File: src/hw/otter_defs.svh
`ifndef OTTER_DEFS_SVH
`define OTTER_DEFS_SVH

// RAM depth in 32-bit words
`define OTTER_MEM_WORDS 1024

// Byte address of the output port
`define OTTER_IO_ADDR 32'h0000_4000

// First fetch address out of reset
`define OTTER_RESET_PC 32'h0000_0000

`endif
File: src/hw/busPkg.sv
`default_nettype none

package busPkg;

    // Matches funct3[1:0] of loads and stores
    typedef enum logic [1:0] {
        sizeByte = 2'd0,
        sizeHalf = 2'd1,
        sizeWord = 2'd2
    } accessSizeT;

    // One request on the shared bus
    typedef struct packed {
        logic        write;
        logic        read;
        accessSizeT  size;
        logic [31:0] addr;
        logic [31:0] wdata;
    } busReqT;

endpackage

`default_nettype wire

File: src/hw/otterPkg.sv
`default_nettype none

package otterPkg;

    // Supported RV32I major opcodes
    typedef enum logic [6:0] {
        opLui    = 7'b0110111,
        opAuipc  = 7'b0010111,
        opJal    = 7'b1101111,
        opJalr   = 7'b1100111,
        opBranch = 7'b1100011,
        opLoad   = 7'b0000011,
        opStore  = 7'b0100011,
        opImm    = 7'b0010011,
        opReg    = 7'b0110011
    } opcodeT;

    // Encoded as {funct7[5], funct3} so the decoder can cast directly
    typedef enum logic [3:0] {
        aluAdd   = 4'b0000,
        aluSub   = 4'b1000,
        aluSll   = 4'b0001,
        aluSlt   = 4'b0010,
        aluSltu  = 4'b0011,
        aluXor   = 4'b0100,
        aluSrl   = 4'b0101,
        aluSra   = 4'b1101,
        aluOr    = 4'b0110,
        aluAnd   = 4'b0111,
        aluPassB = 4'b1001
    } aluOpT;

    typedef enum logic [2:0] {immI, immS, immB, immU, immJ} immKindT;

    //////////////////////////////////////////////////
    // Instruction formats, all views of one word
    typedef struct packed {
        logic [6:0] funct7;
        logic [4:0] rs2;
        logic [4:0] rs1;
        logic [2:0] funct3;
        logic [4:0] rd;
        opcodeT     opcode;
    } rTypeT;

    typedef struct packed {
        logic [11:0] imm;
        logic [4:0]  rs1;
        logic [2:0]  funct3;
        logic [4:0]  rd;
        opcodeT      opcode;
    } iTypeT;

    typedef struct packed {
        logic [6:0] immHi;
        logic [4:0] rs2;
        logic [4:0] rs1;
        logic [2:0] funct3;
        logic [4:0] immLo;
        opcodeT     opcode;
    } sTypeT;

    typedef struct packed {
        logic       imm12;
        logic [5:0] imm10to5;
        logic [4:0] rs2;
        logic [4:0] rs1;
        logic [2:0] funct3;
        logic [3:0] imm4to1;
        logic       imm11;
        opcodeT     opcode;
    } bTypeT;

    typedef struct packed {
        logic [19:0] imm;
        logic [4:0]  rd;
        opcodeT      opcode;
    } uTypeT;

    typedef struct packed {
        logic       imm20;
        logic [9:0] imm10to1;
        logic       imm11;
        logic [7:0] imm19to12;
        logic [4:0] rd;
        opcodeT     opcode;
    } jTypeT;

    typedef union packed {
        rTypeT r;
        iTypeT i;
        sTypeT s;
        bTypeT b;
        uTypeT u;
        jTypeT j;
    } instWordT;

    //////////////////////////////////////////////////
    // Per-cycle datapath controls
    typedef struct packed {
        logic       pcUpdate;
        logic       irWrite;
        logic       addrSrc;
        logic       regWrite;
        logic [1:0] regSrc;
        logic [1:0] aluSrcA;
        logic [1:0] aluSrcB;
        logic       aluCtrl;
        logic       enBranch;
    } ctrlT;

    // Mux select encodings
    localparam logic [1:0] srcARs1 = 2'd0;
    localparam logic [1:0] srcAPc  = 2'd1;
    localparam logic [1:0] srcBRs2 = 2'd0;
    localparam logic [1:0] srcBImm = 2'd1;
    localparam logic [1:0] wbAlu   = 2'd0;
    localparam logic [1:0] wbLoad  = 2'd1;
    localparam logic [1:0] wbLink  = 2'd2;

endpackage

`default_nettype wire

File: src/hw/core.sv
`timescale 1ns/1ps
`default_nettype none

module core import otterPkg::*; import busPkg::*; (
    input  logic        clk,
    input  logic        reset,
    input  logic        error,
    input  logic [31:0] rdata,
    output busReqT      req,
    output logic        halted
);

    ctrlT        ctrl;
    aluOpT       aluOp;
    immKindT     immKind;
    instWordT    inst;
    logic        memWrite;
    logic        memRead;
    logic [31:0] addr;
    logic [31:0] wdata;

    controlUnit controlUnit (
        .clk      (clk),
        .reset    (reset),
        .opcode   (inst.r.opcode),
        .error    (error),
        .ctrl     (ctrl),
        .memWrite (memWrite),
        .memRead  (memRead),
        .halted   (halted)
    );

    instDecoder instDecoder (
        .inst    (inst),
        .aluCtrl (ctrl.aluCtrl),
        .aluOp   (aluOp),
        .immKind (immKind)
    );

    datapath datapath (
        .clk     (clk),
        .reset   (reset),
        .ctrl    (ctrl),
        .aluOp   (aluOp),
        .immKind (immKind),
        .rdata   (rdata),
        .inst    (inst),
        .addr    (addr),
        .wdata   (wdata)
    );

    // Bus request
    assign req.write = memWrite;
    assign req.read  = memRead;
    // Fetches are always whole words
    assign req.size  = ctrl.addrSrc ? accessSizeT'(inst.r.funct3[1:0]) : sizeWord;
    assign req.addr  = addr;
    assign req.wdata = wdata;

endmodule

`default_nettype wire

File: src/hw/datapath.sv
`timescale 1ns/1ps
`default_nettype none
`include "otter_defs.svh"

module datapath import otterPkg::*; (
    input  logic        clk,
    input  logic        reset,
    input  ctrlT        ctrl,
    input  aluOpT       aluOp,
    input  immKindT     immKind,
    input  logic [31:0] rdata,
    output instWordT    inst,
    output logic [31:0] addr,
    output logic [31:0] wdata
);

    logic [31:0] pc;
    logic [31:0] pcPlus4;
    logic [31:0] target;
    logic [31:0] imm;
    logic [31:0] aluA;
    logic [31:0] aluB;
    logic [31:0] aluResult;
    logic [31:0] aluReg;
    logic [31:0] rs1Data;
    logic [31:0] rs2Data;
    logic [31:0] regData;
    logic [31:0] loadWord;
    logic [31:0] loadData;
    logic [31:0] regFile [32];
    logic        branchTaken;
    logic        takeTarget;

    //////////////////////////////////////////////////
    // PC and instruction register
    assign pcPlus4    = pc + 32'd4;
    // Low bit cleared for JALR
    assign target     = {aluResult[31:1], 1'b0};
    assign takeTarget = ctrl.enBranch && (inst.b.opcode != opBranch || branchTaken);

    always_ff @(posedge clk) begin
        if (reset) begin
            pc <= `OTTER_RESET_PC;
        end else if (ctrl.pcUpdate) begin
            pc <= takeTarget ? target : pcPlus4;
        end
    end

    always_ff @(posedge clk) begin
        if (ctrl.irWrite) begin
            inst <= rdata;
        end
        aluReg <= aluResult;
    end

    // Bus address and store lane
    assign addr  = ctrl.addrSrc ? aluReg : pc;
    assign wdata = rs2Data << {aluReg[1:0], 3'b000};

    //////////////////////////////////////////////////
    // Register file with x0 tied to zero
    assign rs1Data = (inst.r.rs1 == 5'd0) ? '0 : regFile[inst.r.rs1];
    assign rs2Data = (inst.r.rs2 == 5'd0) ? '0 : regFile[inst.r.rs2];

    always_comb begin
        case (ctrl.regSrc)
            wbLoad:  regData = loadData;
            wbLink:  regData = pcPlus4;
            default: regData = aluResult;
        endcase
    end

    always_ff @(posedge clk) begin
        if (ctrl.regWrite && inst.r.rd != 5'd0) begin
            regFile[inst.r.rd] <= regData;
        end
    end

    // Immediates
    always_comb begin
        case (immKind)
            immS: imm = {{20{inst.s.immHi[6]}}, inst.s.immHi, inst.s.immLo};
            immB: imm = {{19{inst.b.imm12}}, inst.b.imm12, inst.b.imm11,
                         inst.b.imm10to5, inst.b.imm4to1, 1'b0};
            immU: imm = {inst.u.imm, 12'b0};
            immJ: imm = {{11{inst.j.imm20}}, inst.j.imm20, inst.j.imm19to12,
                         inst.j.imm11, inst.j.imm10to1, 1'b0};
            default: imm = {{20{inst.i.imm[11]}}, inst.i.imm};
        endcase
    end

    //////////////////////////////////////////////////
    // ALU
    assign aluA = (ctrl.aluSrcA == srcAPc) ? pc : rs1Data;
    assign aluB = (ctrl.aluSrcB == srcBRs2) ? rs2Data : imm;

    always_comb begin
        case (aluOp)
            aluSub:   aluResult = aluA - aluB;
            aluSll:   aluResult = aluA << aluB[4:0];
            aluSlt:   aluResult = {31'b0, $signed(aluA) < $signed(aluB)};
            aluSltu:  aluResult = {31'b0, aluA < aluB};
            aluXor:   aluResult = aluA ^ aluB;
            aluSrl:   aluResult = aluA >> aluB[4:0];
            aluSra:   aluResult = $signed(aluA) >>> aluB[4:0];
            aluOr:    aluResult = aluA | aluB;
            aluAnd:   aluResult = aluA & aluB;
            aluPassB: aluResult = aluB;
            default:  aluResult = aluA + aluB;
        endcase
    end

    // Branch compare by funct3
    always_comb begin
        case (inst.b.funct3)
            3'b000:  branchTaken = rs1Data == rs2Data;
            3'b001:  branchTaken = rs1Data != rs2Data;
            3'b100:  branchTaken = $signed(rs1Data) < $signed(rs2Data);
            3'b101:  branchTaken = $signed(rs1Data) >= $signed(rs2Data);
            3'b110:  branchTaken = rs1Data < rs2Data;
            3'b111:  branchTaken = rs1Data >= rs2Data;
            default: branchTaken = 1'b0;
        endcase
    end

    // Load lane shift and extension
    assign loadWord = rdata >> {aluReg[1:0], 3'b000};

    always_comb begin
        case (inst.i.funct3)
            3'b000:  loadData = {{24{loadWord[7]}}, loadWord[7:0]};
            3'b001:  loadData = {{16{loadWord[15]}}, loadWord[15:0]};
            3'b100:  loadData = {24'b0, loadWord[7:0]};
            3'b101:  loadData = {16'b0, loadWord[15:0]};
            default: loadData = loadWord;
        endcase
    end

endmodule

`default_nettype wire

File: src/hw/instDecoder.sv
`timescale 1ns/1ps
`default_nettype none

module instDecoder import otterPkg::*; (
    input  instWordT inst,
    input  logic     aluCtrl,
    output aluOpT    aluOp,
    output immKindT  immKind
);

    // ALU operation
    always_comb begin
        aluOp = aluAdd;
        if (inst.r.opcode == opLui) begin
            aluOp = aluPassB;
        end else if (aluCtrl) begin
            // OP-IMM only looks at funct7 for the right shifts
            if (inst.r.opcode == opReg || inst.r.funct3 == 3'b101) begin
                aluOp = aluOpT'({inst.r.funct7[5], inst.r.funct3});
            end else begin
                aluOp = aluOpT'({1'b0, inst.r.funct3});
            end
        end
    end

    // Immediate format by opcode
    always_comb begin
        case (inst.r.opcode)
            opStore:  immKind = immS;
            opBranch: immKind = immB;
            opLui:    immKind = immU;
            opAuipc:  immKind = immU;
            opJal:    immKind = immJ;
            // JALR, loads and OP-IMM
            default:  immKind = immI;
        endcase
    end

endmodule

`default_nettype wire

File: src/hw/controlUnit.sv
`timescale 1ns/1ps
`default_nettype none

module controlUnit import otterPkg::*; (
    input  logic   clk,
    input  logic   reset,
    input  opcodeT opcode,
    input  logic   error,
    output ctrlT   ctrl,
    output logic   memWrite,
    output logic   memRead,
    output logic   halted
);

    typedef enum logic [2:0] {stFetch, stDecode, stExecute, stMemory, stLoadWb, stHalt} stateT;

    stateT state;
    stateT nextState;
    logic  isLoad;
    logic  isStore;
    logic  isJump;
    logic  writesAlu;

    assign isLoad    = opcode == opLoad;
    assign isStore   = opcode == opStore;
    assign isJump    = (opcode == opJal) || (opcode == opJalr);
    assign writesAlu = (opcode == opReg) || (opcode == opImm) ||
                       (opcode == opLui) || (opcode == opAuipc);
    assign halted    = state == stHalt;

    //////////////////////////////////////////////////
    // Sequencer
    always_comb begin
        nextState = state;
        case (state)
            // First fetch after reset waits one cycle for the read strobe
            stFetch:   nextState = memRead ? stDecode : stFetch;
            stDecode:  nextState = stExecute;
            stExecute: nextState = (isLoad || isStore) ? stMemory : stFetch;
            stMemory:  nextState = isLoad ? stLoadWb : stFetch;
            stLoadWb:  nextState = stFetch;
            default:   nextState = stHalt;
        endcase
        // Bus error on any strobe traps
        if ((memRead || memWrite) && error) begin
            nextState = stHalt;
        end
    end

    // Strobes registered against the state being entered
    always_ff @(posedge clk) begin
        if (reset) begin
            state    <= stFetch;
            memRead  <= 1'b0;
            memWrite <= 1'b0;
        end else begin
            state    <= nextState;
            memRead  <= (nextState == stFetch) || ((nextState == stMemory) && isLoad);
            memWrite <= (nextState == stMemory) && isStore;
        end
    end

    //////////////////////////////////////////////////
    // Datapath controls
    always_comb begin
        ctrl = '0;
        // Operand selects follow the opcode in every state
        ctrl.aluSrcA = (opcode == opAuipc || opcode == opJal || opcode == opBranch) ?
                       srcAPc : srcARs1;
        ctrl.aluSrcB = (opcode == opReg) ? srcBRs2 : srcBImm;
        ctrl.aluCtrl = (opcode == opReg) || (opcode == opImm);
        if (isLoad) begin
            ctrl.regSrc = wbLoad;
        end else if (isJump) begin
            ctrl.regSrc = wbLink;
        end else begin
            ctrl.regSrc = wbAlu;
        end
        case (state)
            stDecode: ctrl.irWrite = 1'b1;
            stExecute: begin
                ctrl.enBranch = isJump || (opcode == opBranch);
                ctrl.regWrite = writesAlu || isJump;
                ctrl.pcUpdate = !(isLoad || isStore);
            end
            stMemory: begin
                // Address comes from the registered ALU result
                ctrl.addrSrc  = 1'b1;
                ctrl.pcUpdate = isStore;
            end
            stLoadWb: begin
                ctrl.regWrite = 1'b1;
                ctrl.pcUpdate = 1'b1;
            end
            default: ;
        endcase
    end

endmodule

`default_nettype wire

File: config.mk
export PLATFORM = sky130hd
export DESIGN_NAME = core
export DESIGN_NICKNAME = d
export VERILOG_FILES = /design/src/hw/busPkg.sv /design/src/hw/otterPkg.sv /design/src/hw/core.sv /design/src/hw/datapath.sv /design/src/hw/instDecoder.sv /design/src/hw/controlUnit.sv
export VERILOG_INCLUDE_DIRS = /design/src /design/src/hw
export SDC_FILE = /design/constraint.sdc
export NUM_CORES = 2
export LEC_CHECK = 0
export BUFFER_PORTS_ARGS = -buffer_cell sky130_fd_sc_hd__buf_4
export CAP_MARGIN = 20
export CORE_MARGIN = 10
export CORE_UTILIZATION = 60
export CTS_BUF_LIST = sky130_fd_sc_hd__clkbuf_8
export CTS_CLUSTER_DIAMETER = 40
export DETAILED_ROUTE_END_ITERATION = 10
export PLACE_DENSITY_LB_ADDON = 0.05
export SLEW_MARGIN = 20
export SYNTH_ARGS = -nofsm -noshare
export SYNTH_HDL_FRONTEND = slang
export SYNTH_SLANG_ARGS = --single-unit
File: constraint.sdc
create_clock -name clk -period 7.6 [get_ports clk]
set_clock_uncertainty 0.1 [all_clocks]
set_input_delay 0.38 -clock clk [delete_from_list [all_inputs] [get_ports clk]]
set_output_delay 0.38 -clock clk [all_outputs]
set_load 0.005 [all_outputs]
==> flow_summary.toml <==
[timing]
holdWs_ps = 128.6
hold_viol = 0
period_share_pct = 99.11
worst_pin_slew_ps = 1255
rsz0062_at_grt = "false"
maxSlewHeadroom_pct = 15.46
fin_crit_ps = 7532
fmax_mhz = 132.8
fin_setup_tns_ps = 0
fin_ws_ps = 67.85
final_max_slew_viol_count = 0
setup_violations = 0

[die]
fp.dieH_um = 348.9
ioPinCount = 104
dieArea_um2 = 121700
start_util_pct = 60.55
die_w_um = 348.9
rows = 120
core_um2 = 107200

[yosys]
synth-seq-area-share_pct = 51.26
synth_flop_cell = "edfxtp_1"
ys_ff_latch = 1134
async_flop_share_pct = 0
avgSynthCellArea_um2 = 13.21
synth_edf_count = 1056
synthCells = 4913
syn_area_um2 = 64910
yosys_warnings = 0
synth_cell_types = 102

[setup_path]
end_kind = "flip-flop"
slowest_delay_ps = 670
crit_chain = "buf_16, mux4_2, mux4_2, mux2i_1, nor2_1, a221oi_4, inv_1, ha_1, nor2_1, and4_1, nor4b_1, a221o_1, o31ai_1, o2bb2ai_1, nor3b_1, buf_4, nor2_1, o32a_1, a32o_1, buf_4"
worstPathRequired_ps = 8070
cpMostUsedCell = "nor2_1"
crit_arrival_ps = 8010
crit_buf_inv = 4
cp_top_family = "compound AO/OA/AOI/OAI gates"
crit_type = "flip-flop to flip-flop"
crit_slowest_cell = "a221oi_4"
critPathMaxFanout = 66
crit_path_start_kind = "flip-flop"

[final_layout]
layout-drive-gt1-share_pct = 23.26
postLayoutCellArea_um2 = 72600
final_util_pct = 67.72
fillers = 7621
final_cells = 6731
syn2layout_area_growth_pct = 11.86
nets = 5335

[clocking]
cts_tree = "yes"
max-clock-path-buffers = 3
cts.htree.levels = 4
clkSinkCount = 1134
root_buffer = "clkbuf_8"
cts_buffers = 189
clkTransAtPathRegs_ps = 60
clk_latency_ps = 910
postCtsSetupBuffers = 0

[run]
max-cap-violations = 0

[routing]
antenna_left = 0
routed_wl_um = 248100
vias = 50080
drcViolationCount = 0
vias_per_cell = 7.441
drt_iter0_drc = 8545
drt-pass1-iter-count = 9
post_drt_wl_per_cell_um = 36.86

[power_and_ir_drop]
p_comb_share_pct = 48.1
p_switching_mw = 11.93
p_per_area_nw_per_um2 = 392.0
finalPower_mw = 28.46
pwr-share-seq_pct = 33.3
p_int_mw = 16.53
p_leak_nw = 26.23
clkPwrFrac_pct = 18.6
ir_drop_mv = 0.2692
swShare_pct = 41.90

[grt]
grt_overflow_total = 0
grt_max_degree = 78
grt_pass1_wl_um = 349700
grt_pass1_vias = 47840
antenna_found_initial = 10
grt_usage_pct = 40.09

[outcome]
outcome = "finished clean"

[worst_hold_path]
hold_path.class = "input port to flip-flop"

[place]
place_ws_ps = -27.47
gp_congestion = 1.131
place_area_um2 = 68520
portBuffers = 103
dp_hpwl_um = 166300
placedCellCount = 6345
==> synth_stat cells (all sizes together), types with 27 or more instances <==
library cell  number  area share, %
edfxtp          1056             49
nor4              43           0.41
nand3             56           0.44
clkbuf           176            1.0
ha               130            2.5
dfxtp             78            2.4
buf              201            1.8
nor2             325            1.9
a211oi            33           0.38
o22ai             36           0.35
a221o             40           0.62
inv              123           0.72
xnor2             32           0.43
mux4             377             13
a31o              33           0.45
a21oi            313            2.4
mux2i            591            9.2
and2              74           0.72
a221oi            27           0.39
a22oi            209            2.4
o21ai            175            1.4
nor2b             38           0.37
nand2            226            1.3
mux2              70            1.2
nor3              55           0.44
==> worst paths after layout <==
| path | from | end | slack [ps] | cells after the start |
|---|---|---|---|---|
| setup / recovery | flip-flop | datapath.regFile[15][0] | 70 | 20 |
| hold / removal | rdata[1] | datapath.inst[1] | 130 | 2 |
| setup reg to reg | flip-flop | datapath.regFile[15][0] | 70 | 20 |
| hold reg to reg | datapath.pc[29] | datapath.pc[29] | 420 | 2 |
==> routing by layer <==
metal	vias to the layer above	track usage [%]	wire length (µm)	part of all wire, %
li1	20080	-	-	-
met1	24830	53.99	89720	36
met2	4297	57.53	104400	42
met3	858	13.94	38650	16
met4	16	20.12	15120	6.1
met5	-	0.6000	195	0.079
==> cells by family after synthesis <==
group | after synthesis | synth area share, %
compound gates | 1111 | 11.58
xor+xnor | 48 | 0.6477
fa+ha+maj | 132 | 2.568
buf+inv | 503 | 3.555
flops | 1134 | 51.26
mux | 1038 | 23.45
other cells | 1 | 0.005778
simple gates | 946 | 6.934
==> state kept, by name, summed over array words and instances, names as in the netlist, named ones only <==
name,count
datapath.aluReg,32
controlUnit.memRead,1
controlUnit.memWrite,1
datapath.inst,32
datapath.pc,31
controlUnit.state,3
datapath.regFile,1024
==> timing repair <==
item | 4_1_cts | 5_1_grt
hold endpoints to repair | 65 | 0
gates resized for setup | 1 | 1
endpoints found under the setup margin | 64 | 62
hold buffers | 35 | 0
gates cloned | 0 | 0
==> final cells by class <==
class	instances	area [µm²]	share of cell area (%)
Sequential cell	1134	33300	45.87
Clock buffer	193	2656	3.659
Timing Repair Buffer	410	3536	4.870
Tap cell	1403	1755	2.418
Clock inverter	156	1047	1.442
Multi-Input combinational cell	3307	29820	41.08
Inverter	126	478.0	0.6583
Antenna cell	2	5.005	0.006894
==> power by group through the flow <==
stage               Clock (mW)  Sequential (mW)  Combinational [mW]
floorplan                    0             9.48                7.68
global placement             0             9.59                13.0
detailed placement           0             9.60                13.1
CTS                       5.31             9.47                13.1
global route              5.61             9.51                14.2
finish                    5.28             9.48                13.7
==> cells in the final DEF, fill, tap and decap left out, types with 19 or more instances in the layout <==
cell type      instances
or3_1                 19
nor3_1                54
nor2_4                32
a221o_1               38
nor4_1                40
nor2b_1               35
o22ai_1               36
nand2b_1              23
o211ai_1              22
nor2_1               289
mux2_2                68
mux4_2               377
nand3_1               54
a221oi_1              24
dfxtp_1               68
a31oi_1               21
ha_1                 130
nand2_1              224
a22oi_1              208
clkinv_1              41
inv_1                174
xnor2_1               32
a31o_2                33
dlygate4sd3_1         35
o21bai_1              21
edfxtp_1            1056
conb_1                32
and2_1                71
a21o_1                26
buf_4                346
o21ai_0              151
a211oi_1              32
buf_12                28
o221ai_1              21
mux2i_1              587
clkbuf_8             193
a21oi_1              311
clkinv_2              28
Note: power is estimated with default switching activity, not from simulation.
